--- config.mk ---
export PLATFORM = sky130hd
export DESIGN_NAME = pwm_periph
export DESIGN_NICKNAME = d
export VERILOG_FILES = /design/src/pwm_pkg.sv /design/src/pwm_bus_ctrl.sv /design/src/pwm_cfg_regs.sv /design/src/pwm_prescaler.sv /design/src/pwm_channel.sv /design/src/pwm_periph.sv
export VERILOG_INCLUDE_DIRS = /design/src
export SDC_FILE = /design/constraint.sdc
export NUM_CORES = 1
export LEC_CHECK = 0
export BUFFER_PORTS_ARGS = -buffer_cell sky130_fd_sc_hd__clkbuf_2
export CAP_MARGIN = 40
export CORE_MARGIN = 8
export CORE_UTILIZATION = 45
export CTS_CLUSTER_DIAMETER = 150
export DETAILED_ROUTE_END_ITERATION = 6
export MAX_ROUTING_LAYER = met4
export PLACE_DENSITY_LB_ADDON = 0.3
export REMOVE_ABC_BUFFERS = 1
export SETUP_SLACK_MARGIN = 0.2
export SLEW_MARGIN = 30
export SYNTH_ARGS = -nofsm -noshare
export SYNTH_HDL_FRONTEND = slang
export SYNTH_SLANG_ARGS = --single-unit
--- constraint.sdc ---
create_clock -name clk -period 7.7 [get_ports clk]
set_clock_uncertainty 0.05 [all_clocks]
set_input_delay 1.155 -clock clk [delete_from_list [all_inputs] [get_ports clk]]
set_output_delay 1.155 -clock clk [all_outputs]
set_load 0.02 [all_outputs]
--- src/pwm_macros.svh ---
`ifndef PWM_MACROS_SVH
`define PWM_MACROS_SVH

// bus placement
`define PWM_BASE_ADDR 16'hFF10
`define PWM_ADDR_W 16

// channel count drives the address map
`define PWM_CHANNELS 4
`define PWM_CHAN_W 2

// ctrl, prescale, then period/duty pairs
`define PWM_REG_COUNT (2 + 2 * `PWM_CHANNELS)
`define PWM_RSEL_W 4

// register offsets from the base address
`define PWM_OFF_CTRL 4'd0
`define PWM_OFF_PRESCALE 4'd1
`define PWM_OFF_CHAN 4'd2 // period of channel n at 2+2n, duty at 3+2n

`endif

--- src/pwm_pkg.sv ---
`include "pwm_macros.svh"

package pwm_pkg;

    // one bus access, qualified by req
    typedef struct packed {
        logic [`PWM_ADDR_W-1:0] addr;
        logic [7:0]             wdata;
        logic                   write; // 1 = write, 0 = read
    } bus_req_t;

    // period and duty of one channel
    typedef struct packed {
        logic [7:0] period;
        logic [7:0] duty;
    } pwm_cfg_t;

    // register kinds seen by the register file
    typedef enum logic [1:0] {
        REG_CTRL     = 2'd0,
        REG_PRESCALE = 2'd1,
        REG_PERIOD   = 2'd2,
        REG_DUTY     = 2'd3
    } reg_sel_e;

    // channel FSM
    typedef enum logic {
        CH_STOPPED = 1'b0,
        CH_RUNNING = 1'b1
    } chan_state_e;

endpackage

--- src/pwm_bus_ctrl.sv ---
`timescale 1ns/1ps
`include "pwm_macros.svh"

module pwm_bus_ctrl (
    input  logic                    clk,
    input  logic                    reset,
    input  logic                    req,
    input  pwm_pkg::bus_req_t       bus,
    output logic                    reg_we,
    output pwm_pkg::reg_sel_e       reg_kind,
    output logic [`PWM_CHAN_W-1:0]  reg_chan,
    output logic [7:0]              reg_wdata,
    output logic [`PWM_RSEL_W-1:0]  reg_rsel,
    input  logic [7:0]              reg_rdata,
    output logic [7:0]              rdata,
    output logic                    rdata_valid
);
    import pwm_pkg::*;

    logic [`PWM_ADDR_W-1:0] offset;
    logic                   in_range;
    logic [`PWM_RSEL_W-1:0] chan_off;

    // address relative to register 0
    assign offset = bus.addr - `PWM_BASE_ADDR;

    assign in_range = (bus.addr >= `PWM_BASE_ADDR) && (offset < `PWM_REG_COUNT);

    assign reg_rsel  = offset[`PWM_RSEL_W-1:0];
    assign reg_wdata = bus.wdata;

    // period/duty pairs start after ctrl and prescale
    assign chan_off = reg_rsel - `PWM_OFF_CHAN;
    assign reg_chan = chan_off[`PWM_CHAN_W:1];

    always_comb
    begin
        if (reg_rsel == `PWM_OFF_CTRL)
        begin
            reg_kind = REG_CTRL;
        end
        else if (reg_rsel == `PWM_OFF_PRESCALE)
        begin
            reg_kind = REG_PRESCALE;
        end
        else if (chan_off[0] == 1'b0)
        begin
            reg_kind = REG_PERIOD; // even offset within the pair
        end
        else
        begin
            reg_kind = REG_DUTY;
        end
    end

    // one-cycle write strobe, out-of-range writes are dropped
    assign reg_we = req && bus.write && in_range;

    // read data one cycle after the strobe
    always_ff @(posedge clk)
    begin
        if (!reset)
        begin
            rdata_valid <= 1'b0;
            rdata       <= 8'd0;
        end
        else
        begin
            rdata_valid <= req && !bus.write;
            if (req && !bus.write)
            begin
                rdata <= in_range ? reg_rdata : 8'd0; // unmapped reads as 0
            end
        end
    end

endmodule

--- src/pwm_cfg_regs.sv ---
`timescale 1ns/1ps
`include "pwm_macros.svh"

module pwm_cfg_regs (
    input  logic                                 clk,
    input  logic                                 reset,
    input  logic                                 reg_we,
    input  pwm_pkg::reg_sel_e                    reg_kind,
    input  logic [`PWM_CHAN_W-1:0]               reg_chan,
    input  logic [7:0]                           reg_wdata,
    input  logic [`PWM_RSEL_W-1:0]               reg_rsel,
    output logic [7:0]                           reg_rdata,
    output logic [`PWM_CHANNELS-1:0]             enable,
    output logic [7:0]                           prescale,
    output logic                                 prescale_wr,
    output pwm_pkg::pwm_cfg_t [`PWM_CHANNELS-1:0] shadow_cfg
);
    import pwm_pkg::*;

    logic [`PWM_RSEL_W-1:0] rd_off;
    logic [`PWM_CHAN_W-1:0] rd_chan;

    // lets the prescaler restart its count
    assign prescale_wr = reg_we && (reg_kind == REG_PRESCALE);

    always_ff @(posedge clk)
    begin
        if (!reset)
        begin
            enable     <= '0;
            prescale   <= 8'd0;
            shadow_cfg <= '0;
        end
        else if (reg_we)
        begin
            case (reg_kind)
                REG_CTRL:     enable <= reg_wdata[`PWM_CHANNELS-1:0];
                REG_PRESCALE: prescale <= reg_wdata;
                REG_PERIOD:   shadow_cfg[reg_chan].period <= reg_wdata;
                REG_DUTY:     shadow_cfg[reg_chan].duty <= reg_wdata;
                default:      ;
            endcase
        end
    end

    // readback index into the period/duty pairs
    assign rd_off  = reg_rsel - `PWM_OFF_CHAN;
    assign rd_chan = rd_off[`PWM_CHAN_W:1];

    always_comb
    begin
        if (reg_rsel == `PWM_OFF_CTRL)
        begin
            reg_rdata = {{(8 - `PWM_CHANNELS){1'b0}}, enable};
        end
        else if (reg_rsel == `PWM_OFF_PRESCALE)
        begin
            reg_rdata = prescale;
        end
        else if (rd_off[0] == 1'b0)
        begin
            reg_rdata = shadow_cfg[rd_chan].period;
        end
        else
        begin
            reg_rdata = shadow_cfg[rd_chan].duty;
        end
    end

endmodule

--- src/pwm_prescaler.sv ---
`timescale 1ns/1ps

module pwm_prescaler (
    input  logic       clk,
    input  logic       reset,
    input  logic [7:0] prescale,
    input  logic       prescale_wr,
    output logic       tick
);

    logic [7:0] count;

    // one tick every prescale+1 cycles
    always_ff @(posedge clk)
    begin
        if (!reset)
        begin
            count <= 8'd0;
            tick  <= 1'b0;
        end
        else if (prescale_wr)
        begin
            // new rate takes over from a known phase
            count <= 8'd0;
            tick  <= 1'b0;
        end
        else if (count >= prescale)
        begin
            count <= 8'd0;
            tick  <= 1'b1;
        end
        else
        begin
            count <= count + 8'd1;
            tick  <= 1'b0;
        end
    end

endmodule

--- src/pwm_channel.sv ---
`timescale 1ns/1ps

module pwm_channel (
    input  logic              clk,
    input  logic              reset,
    input  logic              enable,
    input  logic              tick,
    input  pwm_pkg::pwm_cfg_t shadow_cfg,
    output logic              out
);
    import pwm_pkg::*;

    chan_state_e state;
    chan_state_e state_nxt;
    logic [7:0]  count;
    logic [7:0]  count_nxt;
    pwm_cfg_t    active;
    pwm_cfg_t    active_nxt;
    logic        out_nxt;

    always_comb
    begin
        state_nxt  = state;
        count_nxt  = count;
        active_nxt = active;
        if (!enable)
        begin
            state_nxt = CH_STOPPED;
            count_nxt = 8'd0;
        end
        else if (tick)
        begin
            case (state)
                CH_STOPPED:
                begin
                    // start of the first period
                    state_nxt  = CH_RUNNING;
                    count_nxt  = 8'd0;
                    active_nxt = shadow_cfg;
                end
                CH_RUNNING:
                begin
                    if (count == active.period)
                    begin
                        count_nxt  = 8'd0;
                        active_nxt = shadow_cfg; // new config at the period boundary
                    end
                    else
                    begin
                        count_nxt = count + 8'd1;
                    end
                end
                default:
                begin
                    state_nxt = CH_STOPPED;
                    count_nxt = 8'd0;
                end
            endcase
        end
    end

    // duty 0 never matches and duty > period always does
    assign out_nxt = (state_nxt == CH_RUNNING) && (count_nxt < active_nxt.duty);

    always_ff @(posedge clk)
    begin
        if (!reset)
        begin
            state  <= CH_STOPPED;
            count  <= 8'd0;
            active <= '0;
            out    <= 1'b0;
        end
        else
        begin
            state  <= state_nxt;
            count  <= count_nxt;
            active <= active_nxt;
            out    <= out_nxt;
        end
    end

endmodule

--- src/pwm_periph.sv ---
`timescale 1ns/1ps
`include "pwm_macros.svh"

module pwm_periph (
    input  logic                     clk,
    input  logic                     reset,
    input  logic                     req,
    input  pwm_pkg::bus_req_t        bus,
    output logic [7:0]               rdata,
    output logic                     rdata_valid,
    output logic [`PWM_CHANNELS-1:0] pwm_out
);
    import pwm_pkg::*;

    logic                              reg_we;
    reg_sel_e                          reg_kind;
    logic [`PWM_CHAN_W-1:0]            reg_chan;
    logic [7:0]                        reg_wdata;
    logic [`PWM_RSEL_W-1:0]            reg_rsel;
    logic [7:0]                        reg_rdata;
    logic [`PWM_CHANNELS-1:0]          enable;
    logic [7:0]                        prescale;
    logic                              prescale_wr;
    pwm_cfg_t [`PWM_CHANNELS-1:0]      shadow_cfg;
    logic                              tick;

    pwm_bus_ctrl i_bus_ctrl (
        .clk         (clk),
        .reset       (reset),
        .req         (req),
        .bus         (bus),
        .reg_we      (reg_we),
        .reg_kind    (reg_kind),
        .reg_chan    (reg_chan),
        .reg_wdata   (reg_wdata),
        .reg_rsel    (reg_rsel),
        .reg_rdata   (reg_rdata),
        .rdata       (rdata),
        .rdata_valid (rdata_valid)
    );

    pwm_cfg_regs i_cfg_regs (
        .clk         (clk),
        .reset       (reset),
        .reg_we      (reg_we),
        .reg_kind    (reg_kind),
        .reg_chan    (reg_chan),
        .reg_wdata   (reg_wdata),
        .reg_rsel    (reg_rsel),
        .reg_rdata   (reg_rdata),
        .enable      (enable),
        .prescale    (prescale),
        .prescale_wr (prescale_wr),
        .shadow_cfg  (shadow_cfg)
    );

    pwm_prescaler i_prescaler (
        .clk         (clk),
        .reset       (reset),
        .prescale    (prescale),
        .prescale_wr (prescale_wr),
        .tick        (tick)
    );

    // one channel per enable bit, shared tick
    for (genvar i = 0; i < `PWM_CHANNELS; i++)
    begin : g_chan
        pwm_channel i_channel (
            .clk        (clk),
            .reset      (reset),
            .enable     (enable[i]),
            .tick       (tick),
            .shadow_cfg (shadow_cfg[i]),
            .out        (pwm_out[i])
        );
    end

endmodule

# Word-level counts from Yosys, hierarchy flattened

Index checks and enable logic that the tools add are counted.

Register bits after elaboration: 198
Input bits: 28
Output and inout port bits: 13
Word-level logic and storage cells: 147

$add $sub $neg: 7
Order comparisons: 9
Equal/unequal tests: 12
Mux-type cells: 57
Bitwise gates (word level): 5
Reductions and logical operators: 23

Operators by type and width:

| operator                                                   | count |
|---|---|
| two-way mux 8 bit                                          | 25 |
| bitwise mux 64 bit                                         | 2 |
| one-hot mux 16 bit (2 select lines)                        | 4 |
| one-hot mux 64 bit (2 select lines)                        | 1 |
| two-way mux 16 bit                                         | 6 |
| demux 16 bit (select 2 bit)                                | 2 |
| one-hot mux 8 bit (2 select lines)                         | 4 |
| adder 8 x 1 -> 8 bit (second input constant)               | 5 |
| binary-select mux 16 bit (select 2 bit)                    | 1 |
| equality test 8 bit                                        | 4 |
| < comparator 8 bit                                         | 4 |
| greater-or-equal comparator 16 bit (second input constant) | 1 |
| < comparator 16 x 4 -> 1 bit (second input constant)       | 1 |
| subtractor 16 bit (second input constant)                  | 1 |
| AND reduction 3 bit                                        | 4 |
| logical AND 1 bit                                          | 10 |
| two-way mux 1 bit                                          | 10 |
| greater-or-equal comparator 8 bit                          | 1 |
| != test 2 bit (second input constant)                      | 4 |
| AND reduction 2 bit                                        | 3 |
| NOT 1 bit                                                  | 5 |
| equality test 2 bit (second input constant)                | 2 |
| equality test 4 x 1 -> 1 bit (second input constant)       | 1 |
| logical NOT 4 bit                                          | 1 |
| 10 further kinds                                           | 11 |

# Logic depth before layout (Yosys ltp)

Gate-level depths: netlist of the first run.

Word-level depth: 8
Mapped depth: 13
Gate-level depth less buffers: 11

# Hierarchy

A second synthesis of the first run with hierarchy kept.

Cell total of the unflattened synthesis: 1255
Area, all modules: 10689.0 µm²

By module, submodules not included:

| module        | instances | cells an instance | area each (µm²) | sequential area each (µm²) |
|---|---|---|---|---|
| pwm_channel   | 4         | 173               | 1493.9          | 520.5 |
| pwm_cfg_regs  | 1         | 438               | 3657.3          | 1521.5 |
| pwm_prescaler | 1         | 62                | 536.8           | 180.2 |
| pwm_bus_ctrl  | 1         | 63                | 519.2           | 180.2 |

# Worst setup path before layout of the first run

Ideal clock, no wire load.

Kind: input port to flip-flop
Start point: input port bus[10] in the netlist's numbering
End point: register i_bus_ctrl.rdata[1]
Setup time: 117 ps
Arrival time: 3435 ps
Required time: 7533 ps
Path slack: 4098 ps
Stages: 10
Path buffers: 4
Cells stage by stage: buf_2 -> buf_1 -> inv_1 -> ha_1 -> buf_2 -> buf_2 -> mux4_2 -> nand2_1 -> o211ai_1 -> a22o_1

Longest elaborated chain between the ends: 8
Elaborated cells on any way between the ends: 13
Classes of those cells: add/sub: 2; order compare: 2; eq/ne: 1; mux: 6; reduce/logical: 2

RTL lines:

| item                                       | line                                   | RTL |
|---|---|---|
| start, declared                            | pwm_periph.sv:8                        | `input pwm_pkg::bus_req_t bus,` |
| subtractor 16 bit (no source line)         | n/a                                    |  |
| subtractor 3 x 2 -> 3 bit (no source line) | n/a                                    |  |
| binary-select mux 16 bit (select 2 bit)    | pwm_cfg_regs.sv:62, pwm_cfg_regs.sv:66 |  |
| two-way mux 16 bit (not written as such)   | pwm_cfg_regs.sv:62                     | `reg_rdata = shadow_cfg[rd_chan].period;` |
| two-way mux 8 bit                          | pwm_cfg_regs.sv:60                     | `else if (rd_off[0] == 1'b0)` |
| two-way mux 8 bit                          | pwm_cfg_regs.sv:56                     | `` else if (reg_rsel == `PWM_OFF_PRESCALE) `` |
| two-way mux 8 bit                          | pwm_cfg_regs.sv:52                     | `` if (reg_rsel == `PWM_OFF_CTRL) `` |
| two-way mux 8 bit *                        | pwm_bus_ctrl.sv:72                     | `rdata <= in_range ? reg_rdata : 8'd0;` |
| end signal, assigned                       | pwm_bus_ctrl.sv:72                     |  |
| end, declared                              | pwm_bus_ctrl.sv:15                     | `output logic [7:0] rdata,` |

Every way passes the cells marked *; elsewhere a longest branch is shown, timed or not. The select of a mux whose other input is x is not followed.
A chain may end at the register's enable or synchronous reset.

# Worst setup path after layout of the first run

Start point: register g_chan[2].i_channel.active[15] in the netlist's numbering
End point: register g_chan[2].i_channel.out

Longest elaborated chain between the ends: 7
Elaborated cells on any way between the ends: 11
Classes of those cells: order compare: 1; eq/ne: 1; mux: 8; reduce/logical: 1

RTL lines:

| item                                                                                      | line              | RTL |
|---|---|---|
| start, declared                                                                           | pwm_channel.sv:17 | `pwm_cfg_t active;` |
| start signal, assigned                                                                    | pwm_channel.sv:78 | `active <= active_nxt;` |
| equality test 8 bit *                                                                     | pwm_channel.sv:43 | `if (count == active.period)` |
| two-way mux 8 bit or two-way mux 16 bit (tied branches)                                   | pwm_channel.sv:43 |  |
| one-hot mux 8 bit (2 select lines) or one-hot mux 16 bit (2 select lines) (tied branches) | pwm_channel.sv:33 | `case (state)` |
| two-way mux 8 bit                                                                         | pwm_channel.sv:31 | `else if (tick)` |
| two-way mux 8 bit                                                                         | pwm_channel.sv:26 | `if (!enable)` |
| < comparator 8 bit *                                                                      | pwm_channel.sv:63 | `assign out_nxt = (state_nxt == CH_RUNNING) && (count_nxt < active_nxt.duty);` |
| logical AND 1 bit *                                                                       | pwm_channel.sv:63 |  |
| end signal, assigned                                                                      | pwm_channel.sv:79 | `out <= out_nxt;` |
| end, declared                                                                             | pwm_channel.sv:9  | `output logic out` |

Marks and branches as above.

==> flow_results.xml, run 1 <==
<?xml version="1.0" encoding="UTF-8"?>
<metrics>
  <group name="min_path">
    <metric name="worstHoldEndpoint" unit="">g_chan[3].i_channel.active[6]</metric>
    <metric name="holdCritPathClass" unit="">flip-flop to flip-flop</metric>
    <metric name="hold_start" unit="">g_chan[3].i_channel.active[6]</metric>
    <metric name="hold-path-cell-count" unit="">2</metric>
  </group>
  <group name="layout">
    <metric name="final_core_density" unit="">0.504</metric>
    <metric name="layout.cells.most_common_list" unit="">198 x dfxtp_1, 172 x nand2_1, 169 x mux2i_1</metric>
    <metric name="layout_nets" unit="">1170</metric>
    <metric name="ff_latch_area" unit="mm2">0.00396</metric>
    <metric name="layout_commonest_cell" unit="">dfxtp_1</metric>
    <metric name="n_antenna_cell" unit="">0</metric>
    <metric name="number_of_cells_in_the_finished_layout_apart_from_fillers" unit="">1390</metric>
    <metric name="synthToLayoutAreaGrowth" unit="%">9.75</metric>
    <metric name="fillers" unit="">1979</metric>
    <metric name="drive_gt1_frac" unit="">0.105</metric>
    <metric name="area_used_by_multi_input_combinational_logic" unit="mm2">0.00571</metric>
  </group>
  <group name="critical_path">
    <metric name="worst_setup_path_end_kind" unit="">flip-flop</metric>
    <metric name="timing.critical_path.required" unit="ns">8.03</metric>
    <metric name="r2r_slack" unit="ns">4.01</metric>
    <metric name="startpoint_of_the_worst_register_to_register_path" unit="">g_chan[2].i_channel.active[15]</metric>
    <metric name="worst-r2r-cell-count" unit="">12</metric>
    <metric name="highest_net_fanout_along_the_worst_path" unit="">23</metric>
    <metric name="crit_arrival" unit="ns">4.01</metric>
    <metric name="timing.rr.end" unit="">g_chan[2].i_channel.out</metric>
    <metric name="critical_path.cell_chain" unit="">xor2_1, nor4_1, a21boi_1, nor2_2, buf_4, mux2i_1, ha_1, and4_1, a2111oi_0, o211ai_1, mux2_2, nand2_1</metric>
    <metric name="setup.worst_path.start" unit="">g_chan[2].i_channel.active[15]</metric>
    <metric name="critical_path_s_largest_stage_delay" unit="ns">0.70</metric>
    <metric name="path_class" unit="">flip-flop to flip-flop</metric>
    <metric name="timing.critical_path.slowest_stage_cell" unit="">a2111oi_0</metric>
    <metric name="crit_path_start_kind" unit="">flip-flop</metric>
  </group>
  <group name="drt">
    <metric name="final_antenna_net_count" unit="">0</metric>
    <metric name="routed-via-count" unit="">7606</metric>
    <metric name="avgViaCountPerCell" unit="">5.47</metric>
    <metric name="drt-wirelength-per-cell" unit="um">17.8</metric>
    <metric name="detail_route.iter0.violations" unit="">610</metric>
    <metric name="number_of_remaining_drc_errors" unit="">0</metric>
    <metric name="routed_wirelength" unit="mm">24.8</metric>
    <metric name="drt_pass1_iterations" unit="">6</metric>
  </group>
  <group name="die">
    <metric name="die_height" unit="um">165</metric>
    <metric name="floorplan.die.width" unit="um">165</metric>
    <metric name="fp.coreArea" unit="mm2">0.0218</metric>
    <metric name="core_rows" unit="">54</metric>
    <metric name="floorplan.initialDensity" unit="">0.459</metric>
    <metric name="die_area" unit="mm2">0.0273</metric>
    <metric name="num_io_pins" unit="">41</metric>
  </group>
  <group name="global_routing">
    <metric name="wire_length_of_the_first_global_routing_pass" unit="mm">39.4</metric>
    <metric name="vias_in_the_first_global_route" unit="">7199</metric>
    <metric name="aggregate_global_routing_overflow" unit="">0</metric>
    <metric name="global_route.usage.total" unit="">0.189</metric>
    <metric name="largest_net_degree_at_the_start_of_global_routing" unit="">80</metric>
    <metric name="antenna_violations_before_repair" unit="">0</metric>
  </group>
  <group name="sta">
    <metric name="final_period_minus_worst_setup_slack" unit="ns">3.69</metric>
    <metric name="totalNegativeSetupSlack" unit="ns">0</metric>
    <metric name="finalHoldViolations" unit="">0</metric>
    <metric name="setup_violations" unit="">0</metric>
    <metric name="achievable_frequency" unit="MHz">271</metric>
    <metric name="rsz0062_at_grt" unit="">no</metric>
    <metric name="max_slew.worst_pin.slew" unit="ns">0.804</metric>
    <metric name="slew_violations" unit="">0</metric>
    <metric name="max_slew_margin" unit="">0.450</metric>
    <metric name="final.period_utilization" unit="">0.479</metric>
  </group>
  <group name="cts">
    <metric name="clk_transition_reported_paths" unit="ns">0.07</metric>
    <metric name="cts_max_path_buffers" unit="">2</metric>
    <metric name="cts_sinks" unit="">198</metric>
    <metric name="tritoncts" unit="">yes</metric>
    <metric name="post-cts-setup-buffers" unit="">0</metric>
    <metric name="cts-root-buf" unit="">clkbuf_16</metric>
    <metric name="cts_inserted_buffers" unit="">17</metric>
    <metric name="cts_htree_levels" unit="">4</metric>
    <metric name="worstSkewPairLatency" unit="ns">0.43</metric>
    <metric name="cts-resized-gates" unit="">0</metric>
    <metric name="postCtsHoldBufs" unit="">0</metric>
  </group>
  <group name="yosys">
    <metric name="ys.warnings.count" unit="">0</metric>
    <metric name="synth.top_cells.by_area" unit="">dfxtp_1 40%, mux2i_1 17%, nand2_1 6.4%</metric>
    <metric name="synth_enable_flop_cells" unit="">0</metric>
    <metric name="synthDistinctLibCells" unit="">58</metric>
    <metric name="synth_area_leader_cell" unit="">dfxtp_1</metric>
    <metric name="postSynthCellCount" unit="">1089</metric>
    <metric name="synth-seq-cells" unit="">198</metric>
    <metric name="asyncSetResetFlopFracSynth" unit="">0</metric>
    <metric name="syn_std_cell_area" unit="mm2">0.0100</metric>
    <metric name="synth-main-ff-cell" unit="">dfxtp_1</metric>
    <metric name="synth_sequential_area_ratio" unit="">0.396</metric>
    <metric name="top_area_cell_type_share_of_the_netlist_area" unit="">0.396</metric>
    <metric name="syn-mean-instance-area" unit="um2">9.20</metric>
  </group>
  <group name="flow_run">
    <metric name="max_cap_viol_count" unit="">0</metric>
  </group>
  <group name="placed_design">
    <metric name="place.detailed.hpwl" unit="mm">18.0</metric>
    <metric name="buffer_ports.inserted" unit="">40</metric>
    <metric name="last_weighted_congestion_value_of_the_routability_driven_placer" unit="">0.934</metric>
    <metric name="dpl.cell_count" unit="">1356</metric>
  </group>
  <group name="pwr">
    <metric name="cellLeakagePower" unit="nW">4.51</metric>
    <metric name="worst_ir_drop_vdd" unit="mV">0.139</metric>
    <metric name="post_layout_total_power" unit="mW">2.04</metric>
    <metric name="power_density" unit="mW/mm2">185</metric>
  </group>
  <group name="status">
    <metric name="outcome" unit="">finished, final reports clean</metric>
  </group>
</metrics>
## synthesized netlist by cell type (all sizes together), types with 2 or more instances
cell / instances
nor3: 3
or3: 2
clkbuf: 41
inv: 17
o21ai: 25
ha: 45
nand3: 17
nand3b: 4
and3: 11
nor2: 152
a21oi: 20
buf: 21
a21boi: 4
dfxtp: 198
a211oi: 3
xor2: 44
and4: 3
nor3b: 2
a21o: 5
a31oi: 4
o211ai: 6
o2111ai: 3
a2111oi: 2
mux4: 16
nor2b: 15
or4b: 2
o21bai: 3
a22o: 5
nand4: 23
mux2i: 169
xnor2: 15
nor4: 9
a22oi: 7
o21a: 8
nand2: 172
## kinds of logic after synthesis
| logic type | share of synthesized area |
|---|---|
| muxes | 0.206 |
| buffers and inverters | 0.0352 |
| xor gates and xnor gates | 0.0516 |
| AOI/OAI and AO/OA | 0.0664 |
| DFF | 0.396 |
| and+or+nand+nor | 0.189 |
| adders and majority gates | 0.0562 |
## layer usage
layer | wire [um] | global-route usage
met5 | 0 | -
met4 | 564 | 0.0663
met3 | 1100 | 0.0345
met2 | 11300 | 0.290
met1 | 11800 | 0.247
## sequential cells by signal (all words and copies together), names as in the netlist
register,flops
i_bus_ctrl.rdata_valid,1
g_chan.i_channel.state,4
i_prescaler.tick,1
g_chan.i_channel.active,64
g_chan.i_channel.count,32
i_cfg_regs.prescale,8
g_chan.i_channel.out,4
i_cfg_regs.shadow_cfg,64
i_bus_ctrl.rdata,8
i_cfg_regs.enable,4
i_prescaler.count,8
## critical path, delay by kind of cell (launching register included)
kind            cells  cell delay [ns]
fa+ha+maj           1             0.28
compound gates      3             1.15
flops               1             0.32
buf+inv             1             0.36
xor+xnor            1             0.16
simple gates        4             0.75
mux                 2             0.58
## final cells by class
type / count / share of cell area
Inverter: 18 / 0.00614
Timing Repair Buffer: 51 / 0.0264
Clock inverter: 13 / 0.0151
Multi-Input combinational cell: 811 / 0.519
Clock buffer: 19 / 0.0412
Tap cell: 280 / 0.0319
Sequential cell: 198 / 0.360
## how the worst max path moves through the flow
stage | end | slack, ns | depth (start not counted)
after CTS | g_chan[2].i_channel.out | 3.96 | 12
final | g_chan[2].i_channel.out | 4.01 | 12
after global routing | g_chan[2].i_channel.out | 3.73 | 12
after global placement | i_bus_ctrl.rdata[5] | 3.93 | 8
after floorplan | g_chan[2].i_channel.out | 3.38 | 9
after detailed placement | i_bus_ctrl.rdata[5] | 3.85 | 8
## where the power goes
group	switching, mW	internal [mW]	total (mW)
clock	0.412	0.533	0.945
sequential	0.000159	1.02	1.02
combinational	0.0529	0.0184	0.0713
total	0.465	1.57	2.04
## per-stage QoR
step           setup WS, ns  cell area [um2]  hold WS, ns
6_report               4.01            11000        0.408
5_1_grt                3.73            11000        0.424
4_1_cts                3.96            11000        0.410
3_5_place_dp           3.85            10400        0.400
3_3_place_gp           3.93            10400        0.391
2_1_floorplan          3.38             9740        0.384
Power figures use the tool's default switching activity.
==> inputs of run 2 (changes only) <==
- ABC_AREA: not set -> 1
- clock period: 7.7 -> 3.7 ns (I/O delays scaled with it)
==> run 2 against run 1 <==
Net effect:
- flip-flop and latch count did not move
- first-iteration DRC count is 14% lower
- sequential share of layout area is 0.83 points higher
- routed wire length shrank 0.48%
- maximum frequency increased by 32%
- setup slack lost 3.1 ns
- count of clock-buffer cells in the layout did not move
- synthesized cell count rose by 16%
- die area down 1.5%
- clock power grew 97%
- non-clock buffer count is 3 lower
- critical path type unchanged
- largest cell class unchanged
- largest power group unchanged
- highest routed layer unchanged
==> flow_results.xml, run 2 <==
<?xml version="1.0" encoding="UTF-8"?>
<metrics>
  <group name="status">
    <metric name="outcome" unit="">finished, final reports clean</metric>
  </group>
  <group name="global_routing">
    <metric name="aggregate_global_routing_overflow" unit="">0</metric>
    <metric name="vias_in_the_first_global_route" unit="">7563</metric>
    <metric name="largest_net_degree_at_the_start_of_global_routing" unit="">85</metric>
    <metric name="antenna_violations_before_repair" unit="">0</metric>
    <metric name="wire_length_of_the_first_global_routing_pass" unit="mm">39.6</metric>
    <metric name="global_route.usage.total" unit="">0.192</metric>
  </group>
  <group name="sta">
    <metric name="post_route_setup_slack" unit="ns">0.911</metric>
    <metric name="max_slew.worst_pin.slew" unit="ns">0.765</metric>
    <metric name="rsz0062_at_grt" unit="">no</metric>
    <metric name="final_period_minus_worst_setup_slack" unit="ns">2.79</metric>
    <metric name="max_slew_margin" unit="">0.490</metric>
    <metric name="setup_violations" unit="">0</metric>
    <metric name="achievable_frequency" unit="MHz">359</metric>
    <metric name="final.period_utilization" unit="">0.754</metric>
    <metric name="slew_violations" unit="">0</metric>
    <metric name="finalHoldViolations" unit="">0</metric>
  </group>
  <group name="cts">
    <metric name="postCtsHoldBufs" unit="">0</metric>
    <metric name="tritoncts" unit="">yes</metric>
    <metric name="cts_sinks" unit="">198</metric>
    <metric name="cts-resized-gates" unit="">0</metric>
    <metric name="cts_inserted_buffers" unit="">17</metric>
    <metric name="cts_max_path_buffers" unit="">2</metric>
    <metric name="post-cts-setup-buffers" unit="">0</metric>
    <metric name="clk_transition_reported_paths" unit="ns">0.07</metric>
    <metric name="worstSkewPairLatency" unit="ns">0.44</metric>
    <metric name="cts-root-buf" unit="">clkbuf_16</metric>
    <metric name="cts_htree_levels" unit="">4</metric>
  </group>
  <group name="yosys">
    <metric name="top_area_cell_type_share_of_the_netlist_area" unit="">0.402</metric>
    <metric name="synthMostInstantiatedCell" unit="">dfxtp_1</metric>
    <metric name="syn_std_cell_area" unit="mm2">0.00986</metric>
    <metric name="synthTopCellsByCount" unit="">198 x dfxtp_1, 182 x nor2_1, 174 x nand2_1, 138 x inv_1, 99 x o21ai_0</metric>
    <metric name="synth.top_cells.by_area" unit="">dfxtp_1 40%, a211oi_2 7.1%, nor2_1 6.9%</metric>
    <metric name="synth_enable_flop_cells" unit="">0</metric>
    <metric name="synth-main-ff-cell" unit="">dfxtp_1</metric>
    <metric name="syn-mean-instance-area" unit="um2">7.84</metric>
    <metric name="asyncSetResetFlopFracSynth" unit="">0</metric>
    <metric name="synth_sequential_area_ratio" unit="">0.402</metric>
    <metric name="synthDistinctLibCells" unit="">44</metric>
    <metric name="ys.warnings.count" unit="">0</metric>
    <metric name="synth_area_leader_cell" unit="">dfxtp_1</metric>
    <metric name="postSynthCellCount" unit="">1258</metric>
    <metric name="synth-seq-cells" unit="">198</metric>
  </group>
  <group name="drt">
    <metric name="avgViaCountPerCell" unit="">5.18</metric>
    <metric name="routed_wirelength" unit="mm">24.7</metric>
    <metric name="drt-wirelength-per-cell" unit="um">15.9</metric>
    <metric name="drt_pass1_iterations" unit="">5</metric>
    <metric name="routed-via-count" unit="">8009</metric>
    <metric name="detail_route.iter0.violations" unit="">522</metric>
    <metric name="number_of_remaining_drc_errors" unit="">0</metric>
    <metric name="final_antenna_net_count" unit="">0</metric>
  </group>
  <group name="critical_path">
    <metric name="critical_path_buf_inv_count" unit="">2</metric>
    <metric name="timing.critical_path.required" unit="ns">4.02</metric>
    <metric name="crit_path_start_kind" unit="">flip-flop</metric>
    <metric name="timing.critical_path.slowest_stage_cell" unit="">inv_1</metric>
    <metric name="timing.critical_path.depth" unit="">14</metric>
    <metric name="highest_net_fanout_along_the_worst_path" unit="">26</metric>
    <metric name="crit_arrival" unit="ns">3.11</metric>
    <metric name="critical_path.cell_chain" unit="">inv_1, nand2_1, nand4_1, nor2_1, nand2_1, nand2_1, nand3_1, inv_1, nand2_1, o21ai_0, ha_1, a21oi_1, o211ai_1, a21oi_1</metric>
    <metric name="path_class" unit="">flip-flop to flip-flop</metric>
    <metric name="worst_setup_path_end_kind" unit="">flip-flop</metric>
    <metric name="critical_path_s_largest_stage_delay" unit="ns">0.54</metric>
    <metric name="worst-r2r-cell-count" unit="">14</metric>
    <metric name="critPathMostFrequentCell" unit="">nand2_1</metric>
    <metric name="critical-path-top-delay-family" unit="">simple AND/OR/NAND/NOR gates</metric>
  </group>
  <group name="pwr">
    <metric name="power.internal" unit="mW">3.17</metric>
    <metric name="switching_fraction_of_total_power" unit="">0.244</metric>
    <metric name="cellLeakagePower" unit="nW">4.08</metric>
    <metric name="power.share.clock" unit="">0.443</metric>
    <metric name="sequentialPowerShare" unit="">0.509</metric>
    <metric name="power.switching" unit="mW">1.02</metric>
    <metric name="worst_ir_drop_vdd" unit="mV">0.299</metric>
    <metric name="power_density" unit="mW/mm2">390</metric>
    <metric name="comb_pwr_share" unit="">0.048</metric>
  </group>
  <group name="layout">
    <metric name="layout.cell_area.non_filler" unit="mm2">0.0108</metric>
    <metric name="synthToLayoutAreaGrowth" unit="%">9.05</metric>
    <metric name="layout.cells.most_common_list" unit="">198 x dfxtp_1, 182 x nor2_1, 174 x nand2_1</metric>
    <metric name="fillers" unit="">2122</metric>
    <metric name="number_of_cells_in_the_finished_layout_apart_from_fillers" unit="">1547</metric>
    <metric name="layout_commonest_cell" unit="">dfxtp_1</metric>
    <metric name="n_antenna_cell" unit="">0</metric>
    <metric name="layout_nets" unit="">1327</metric>
    <metric name="drive_gt1_frac" unit="">0.125</metric>
    <metric name="registers_with_the_most_flip_flops" unit="">g_chan.i_channel.active: 64 flops, i_cfg_regs.shadow_cfg: 64 flops, g_chan.i_channel.count: 32 flops</metric>
  </group>
  <group name="die">
    <metric name="die_area" unit="mm2">0.0269</metric>
    <metric name="num_io_pins" unit="">41</metric>
    <metric name="floorplan.initialDensity" unit="">0.455</metric>
    <metric name="die_height" unit="um">164</metric>
    <metric name="core_rows" unit="">54</metric>
    <metric name="fp.coreArea" unit="mm2">0.0217</metric>
    <metric name="floorplan.die.width" unit="um">164</metric>
  </group>
  <group name="flow_run">
    <metric name="max_cap_viol_count" unit="">0</metric>
  </group>
  <group name="placed_design">
    <metric name="detailed_place.area" unit="mm2">0.0102</metric>
    <metric name="buffer_ports.inserted" unit="">40</metric>
    <metric name="pre_cts_ws" unit="ns">0.864</metric>
    <metric name="place.detailed.hpwl" unit="mm">18.0</metric>
    <metric name="last_weighted_congestion_value_of_the_routability_driven_placer" unit="">0.936</metric>
    <metric name="dpl.cell_count" unit="">1515</metric>
  </group>
  <group name="min_path">
    <metric name="hold-path-cell-count" unit="">2</metric>
    <metric name="holdCritPathClass" unit="">flip-flop to flip-flop</metric>
  </group>
</metrics>
[run 2: final timing paths]
check | startpoint | slack [ns] | to
max | g_chan[0].i_channel.count[3] | 0.91 | g_chan[0].i_channel.out
min | i_bus_ctrl.rdata[4] | 0.42 | i_bus_ctrl.rdata[4]
max reg2reg | g_chan[0].i_channel.count[3] | 0.91 | g_chan[0].i_channel.out
min reg2reg | i_bus_ctrl.rdata[4] | 0.42 | i_bus_ctrl.rdata[4]
[run 2: cell families after synthesis]
group,Yosys count,synth area share
buffers and inverters,213,0.0885
and+or+nand+nor,467,0.210
xor gates and xnor gates,43,0.0382
DFF,198,0.402
adders and majority gates,45,0.0571
AOI/OAI and AO/OA,292,0.204
[run 2: power groups by stage]
stage	clock network [mW]	logic (mW)	registers (mW)
CTS	1.89	0.201	2.13
detailed placement	0	0.201	2.18
global placement	0	0.200	2.18
finish	1.86	0.203	2.13
global route	1.97	0.218	2.13
floorplan	0	0.0949	2.18
[run 2: metal layers]
layer | global-route usage | wire, um | vias to the layer above
met5 | - | 0 | -
met4 | 0.0463 | 386 | 0
met3 | 0.0321 | 782 | 25
met2 | 0.308 | 11500 | 145
met1 | 0.249 | 12000 | 3664
li1 | - | - | 4175
[run 2: tightest hold or removal path, cell delays in order (launching register included)]
cell	delay (ns)
dfxtp_1	0.31
nand2_1	0.06
a21oi_1	0.06
[run 2: area by class of cell]
type / count / area [um2] / area share
clock buffer: 19 / 453 / 0.0421
timing repair buffer: 48 / 285 / 0.0265
sequential: 198 / 3960 / 0.369
multi-input combinational: 847 / 5020 / 0.467
clock inverter: 13 / 138 / 0.0128
tap: 280 / 350 / 0.0326
inverter: 142 / 538 / 0.0500
[run 2: stage by stage]
step	power [mW]	TNS, ns	util	hold slack [ns]
global route	4.32	0	0.496	0.441
floorplan	2.28	-65.58	-	0.380
detailed placement	2.38	0	0.469	0.410
global placement	2.38	0	0.469	0.399
CTS	4.22	0	0.496	0.421
finish	4.19	0	0.496	0.419
==> inputs of run 3 (changes only) <==
- clock period: 3.7 -> 2.24 ns (I/O delays scaled with it)
==> run 3 against run 2 <==
Net effect:
- critical path depth is the same
- setup slack worse by 0.80 ns
- power increased by 66%
- via count is 7.7% higher
==> flow_results.xml, run 3 (same netlist as run 2, synthesis figures left out) <==
<?xml version="1.0" encoding="UTF-8"?>
<metrics>
  <group name="status">
    <metric name="outcome" unit="">finished, final reports clean</metric>
  </group>
  <group name="cts">
    <metric name="cts_htree_levels" unit="">4</metric>
    <metric name="cts_max_path_buffers" unit="">2</metric>
    <metric name="cts_sinks" unit="">198</metric>
    <metric name="tritoncts" unit="">yes</metric>
    <metric name="cts-root-buf" unit="">clkbuf_16</metric>
    <metric name="cts_inserted_buffers" unit="">17</metric>
    <metric name="clk_transition_reported_paths" unit="ns">0.07</metric>
    <metric name="worstSkewPairLatency" unit="ns">0.44</metric>
    <metric name="postCtsHoldBufs" unit="">0</metric>
  </group>
  <group name="layout">
    <metric name="layout_nets" unit="">1421</metric>
    <metric name="area_used_by_multi_input_combinational_logic" unit="mm2">0.00555</metric>
    <metric name="registers_with_the_most_flip_flops" unit="">g_chan.i_channel.active: 64 flops, i_cfg_regs.shadow_cfg: 64 flops, g_chan.i_channel.count: 32 flops</metric>
    <metric name="drive_gt1_frac" unit="">0.292</metric>
    <metric name="fillers" unit="">1924</metric>
    <metric name="synthToLayoutAreaGrowth" unit="%">24.0</metric>
    <metric name="layout.cells.most_common_list" unit="">172 x nor2_1, 159 x dfxtp_1, 155 x nand2_1</metric>
    <metric name="n_antenna_cell" unit="">0</metric>
    <metric name="ff_latch_area" unit="mm2">0.00404</metric>
    <metric name="layout_commonest_cell" unit="">nor2_1</metric>
    <metric name="layout.cell_area.non_filler" unit="mm2">0.0122</metric>
    <metric name="number_of_cells_in_the_finished_layout_apart_from_fillers" unit="">1640</metric>
  </group>
  <group name="placed_design">
    <metric name="dpl.cell_count" unit="">1567</metric>
    <metric name="detailed_place.area" unit="mm2">0.0106</metric>
    <metric name="buffer_ports.inserted" unit="">40</metric>
    <metric name="pre_cts_ws" unit="ns">0.0185</metric>
    <metric name="last_weighted_congestion_value_of_the_routability_driven_placer" unit="">0.927</metric>
    <metric name="place.detailed.hpwl" unit="mm">19.1</metric>
  </group>
  <group name="die">
    <metric name="floorplan.die.width" unit="um">164</metric>
    <metric name="core_rows" unit="">54</metric>
    <metric name="num_io_pins" unit="">41</metric>
    <metric name="die_height" unit="um">164</metric>
    <metric name="fp.coreArea" unit="mm2">0.0217</metric>
    <metric name="die_area" unit="mm2">0.0269</metric>
    <metric name="floorplan.initialDensity" unit="">0.455</metric>
  </group>
  <group name="sta">
    <metric name="max_slew_margin" unit="">0.520</metric>
    <metric name="setup_violations" unit="">0</metric>
    <metric name="fin_worst_hold_slack" unit="ns">0.281</metric>
    <metric name="slew_violations" unit="">0</metric>
    <metric name="final_period_minus_worst_setup_slack" unit="ns">2.12</metric>
    <metric name="max_slew.worst_pin.slew" unit="ns">0.716</metric>
    <metric name="final.period_utilization" unit="">0.948</metric>
    <metric name="achievable_frequency" unit="MHz">471</metric>
    <metric name="rsz0062_at_grt" unit="">yes</metric>
    <metric name="finalHoldViolations" unit="">0</metric>
    <metric name="post_route_setup_slack" unit="ns">0.116</metric>
  </group>
  <group name="critical_path">
    <metric name="setup.worst_path.start" unit="">g_chan[0].i_channel.count[7]</metric>
    <metric name="crit_path_start_kind" unit="">flip-flop</metric>
    <metric name="startpoint_of_the_worst_register_to_register_path" unit="">g_chan[0].i_channel.count[7]</metric>
    <metric name="crit_arrival" unit="ns">2.45</metric>
    <metric name="worst_setup_path_end_kind" unit="">flip-flop</metric>
    <metric name="path_class" unit="">flip-flop to flip-flop</metric>
    <metric name="highest_net_fanout_along_the_worst_path" unit="">8</metric>
    <metric name="timing.critical_path.required" unit="ns">2.56</metric>
  </group>
  <group name="drt">
    <metric name="routed_wirelength" unit="mm">27.4</metric>
    <metric name="avgViaCountPerCell" unit="">5.26</metric>
    <metric name="detailroute.wirelength.met3" unit="mm">1.18</metric>
    <metric name="routed-wl-met2" unit="mm">13.0</metric>
    <metric name="detail_route.iter0.violations" unit="">651</metric>
    <metric name="number_of_remaining_drc_errors" unit="">0</metric>
    <metric name="drt-wirelength-per-cell" unit="um">16.7</metric>
    <metric name="maxUsedRoutingLayer" unit="">met4</metric>
    <metric name="drt_pass1_iterations" unit="">7</metric>
    <metric name="final_antenna_net_count" unit="">0</metric>
    <metric name="met1Wirelength" unit="mm">12.5</metric>
    <metric name="routed-via-count" unit="">8629</metric>
  </group>
  <group name="global_routing">
    <metric name="vias_in_the_first_global_route" unit="">7833</metric>
    <metric name="wire_length_of_the_first_global_routing_pass" unit="mm">41.7</metric>
    <metric name="largest_net_degree_at_the_start_of_global_routing" unit="">46</metric>
    <metric name="aggregate_global_routing_overflow" unit="">0</metric>
    <metric name="antenna_violations_before_repair" unit="">0</metric>
    <metric name="global_route.usage.total" unit="">0.204</metric>
  </group>
  <group name="pwr">
    <metric name="power_density" unit="mW/mm2">567</metric>
    <metric name="worst_ir_drop_vdd" unit="mV">0.434</metric>
    <metric name="cellLeakagePower" unit="nW">4.68</metric>
    <metric name="post_layout_total_power" unit="mW">6.94</metric>
  </group>
  <group name="flow_run">
    <metric name="max_cap_viol_count" unit="">0</metric>
  </group>
  <group name="min_path">
    <metric name="holdCritPathClass" unit="">input pin to flip-flop</metric>
    <metric name="hold_start" unit="">bus[0]</metric>
  </group>
</metrics>
==> run 3: changes by cell type in the layout (fill, tap and decap cells not counted), moves of 13 or more <==
| cell | before | now |
|---|---|---|
| buf_4 | 6 | 81 |
| dfxtp_1 | 198 | 159 |
| dfxtp_2 | 0 | 30 |
| o21ai_0 | 99 | 71 |
| nand2_1 | 174 | 155 |
| o21ai_2 | 0 | 18 |
| nand2_2 | 1 | 17 |
| inv_1 | 138 | 125 |
==> run 3: worst paths after layout <==
check / cells after the start / end / slack (ns)
worst max-delay path: 14 / g_chan[0].i_channel.out / 0.12
worst min-delay path: 4 / i_bus_ctrl.rdata[5] / 0.28
worst max register to register: 14 / g_chan[0].i_channel.out / 0.12
worst min register to register: 2 / g_chan[2].i_channel.active[12] / 0.41
==> run 3: metrics by stage <==
step	setup TNS (ns)	utilization
floorplan	-259.96	-
global placement	0	0.490
detailed placement	0	0.490
CTS	0	0.528
global route	-0.0447	0.564
finish	0	0.564
==> run 3: what timing repair did <==
item / in CTS / in global routing
setup buffers: 10 / 26
gates resized for setup: 71 / 146
endpoints found under the setup margin: 4 / 9
cloned: 1 / 5
pin swaps: 14 / 77
==> run 3: worst max-delay path: stages (launching register included) <==
cell      delay (ns)
dfxtp_1         0.42
xnor2_1         0.16
nand2_1         0.07
nor2_1          0.09
nand2_1         0.08
nand2_2         0.10
nand3_2         0.08
inv_2           0.09
buf_6           0.13
nand2_2         0.05
o21ai_2         0.07
ha_1            0.27
a21oi_1         0.16
o211ai_1        0.12
a21oi_2         0.12
==> run 3: power breakdown <==
part           internal, mW  switching (mW)  leakage [nW]
logic                 0.110           0.273          2.78
clock network          1.62            1.43         0.278
registers              3.51         0.00154          1.62
==> run 3: final cells by class <==
type                            instances  share of cell area
Clock buffer                           20              0.0374
Clock inverter                         11             0.00952
Inverter                              142              0.0452
Multi-Input combinational cell        848               0.454
Sequential cell                       198               0.330
Tap cell                              280              0.0287
Timing Repair Buffer                  141              0.0956
==> run 3: routing by layer <==
layer	GRT usage	vias up
li1	-	4365
met1	0.266	4017
met2	0.321	206
met3	0.0283	41
met4	0.0690	0
met5	-	-
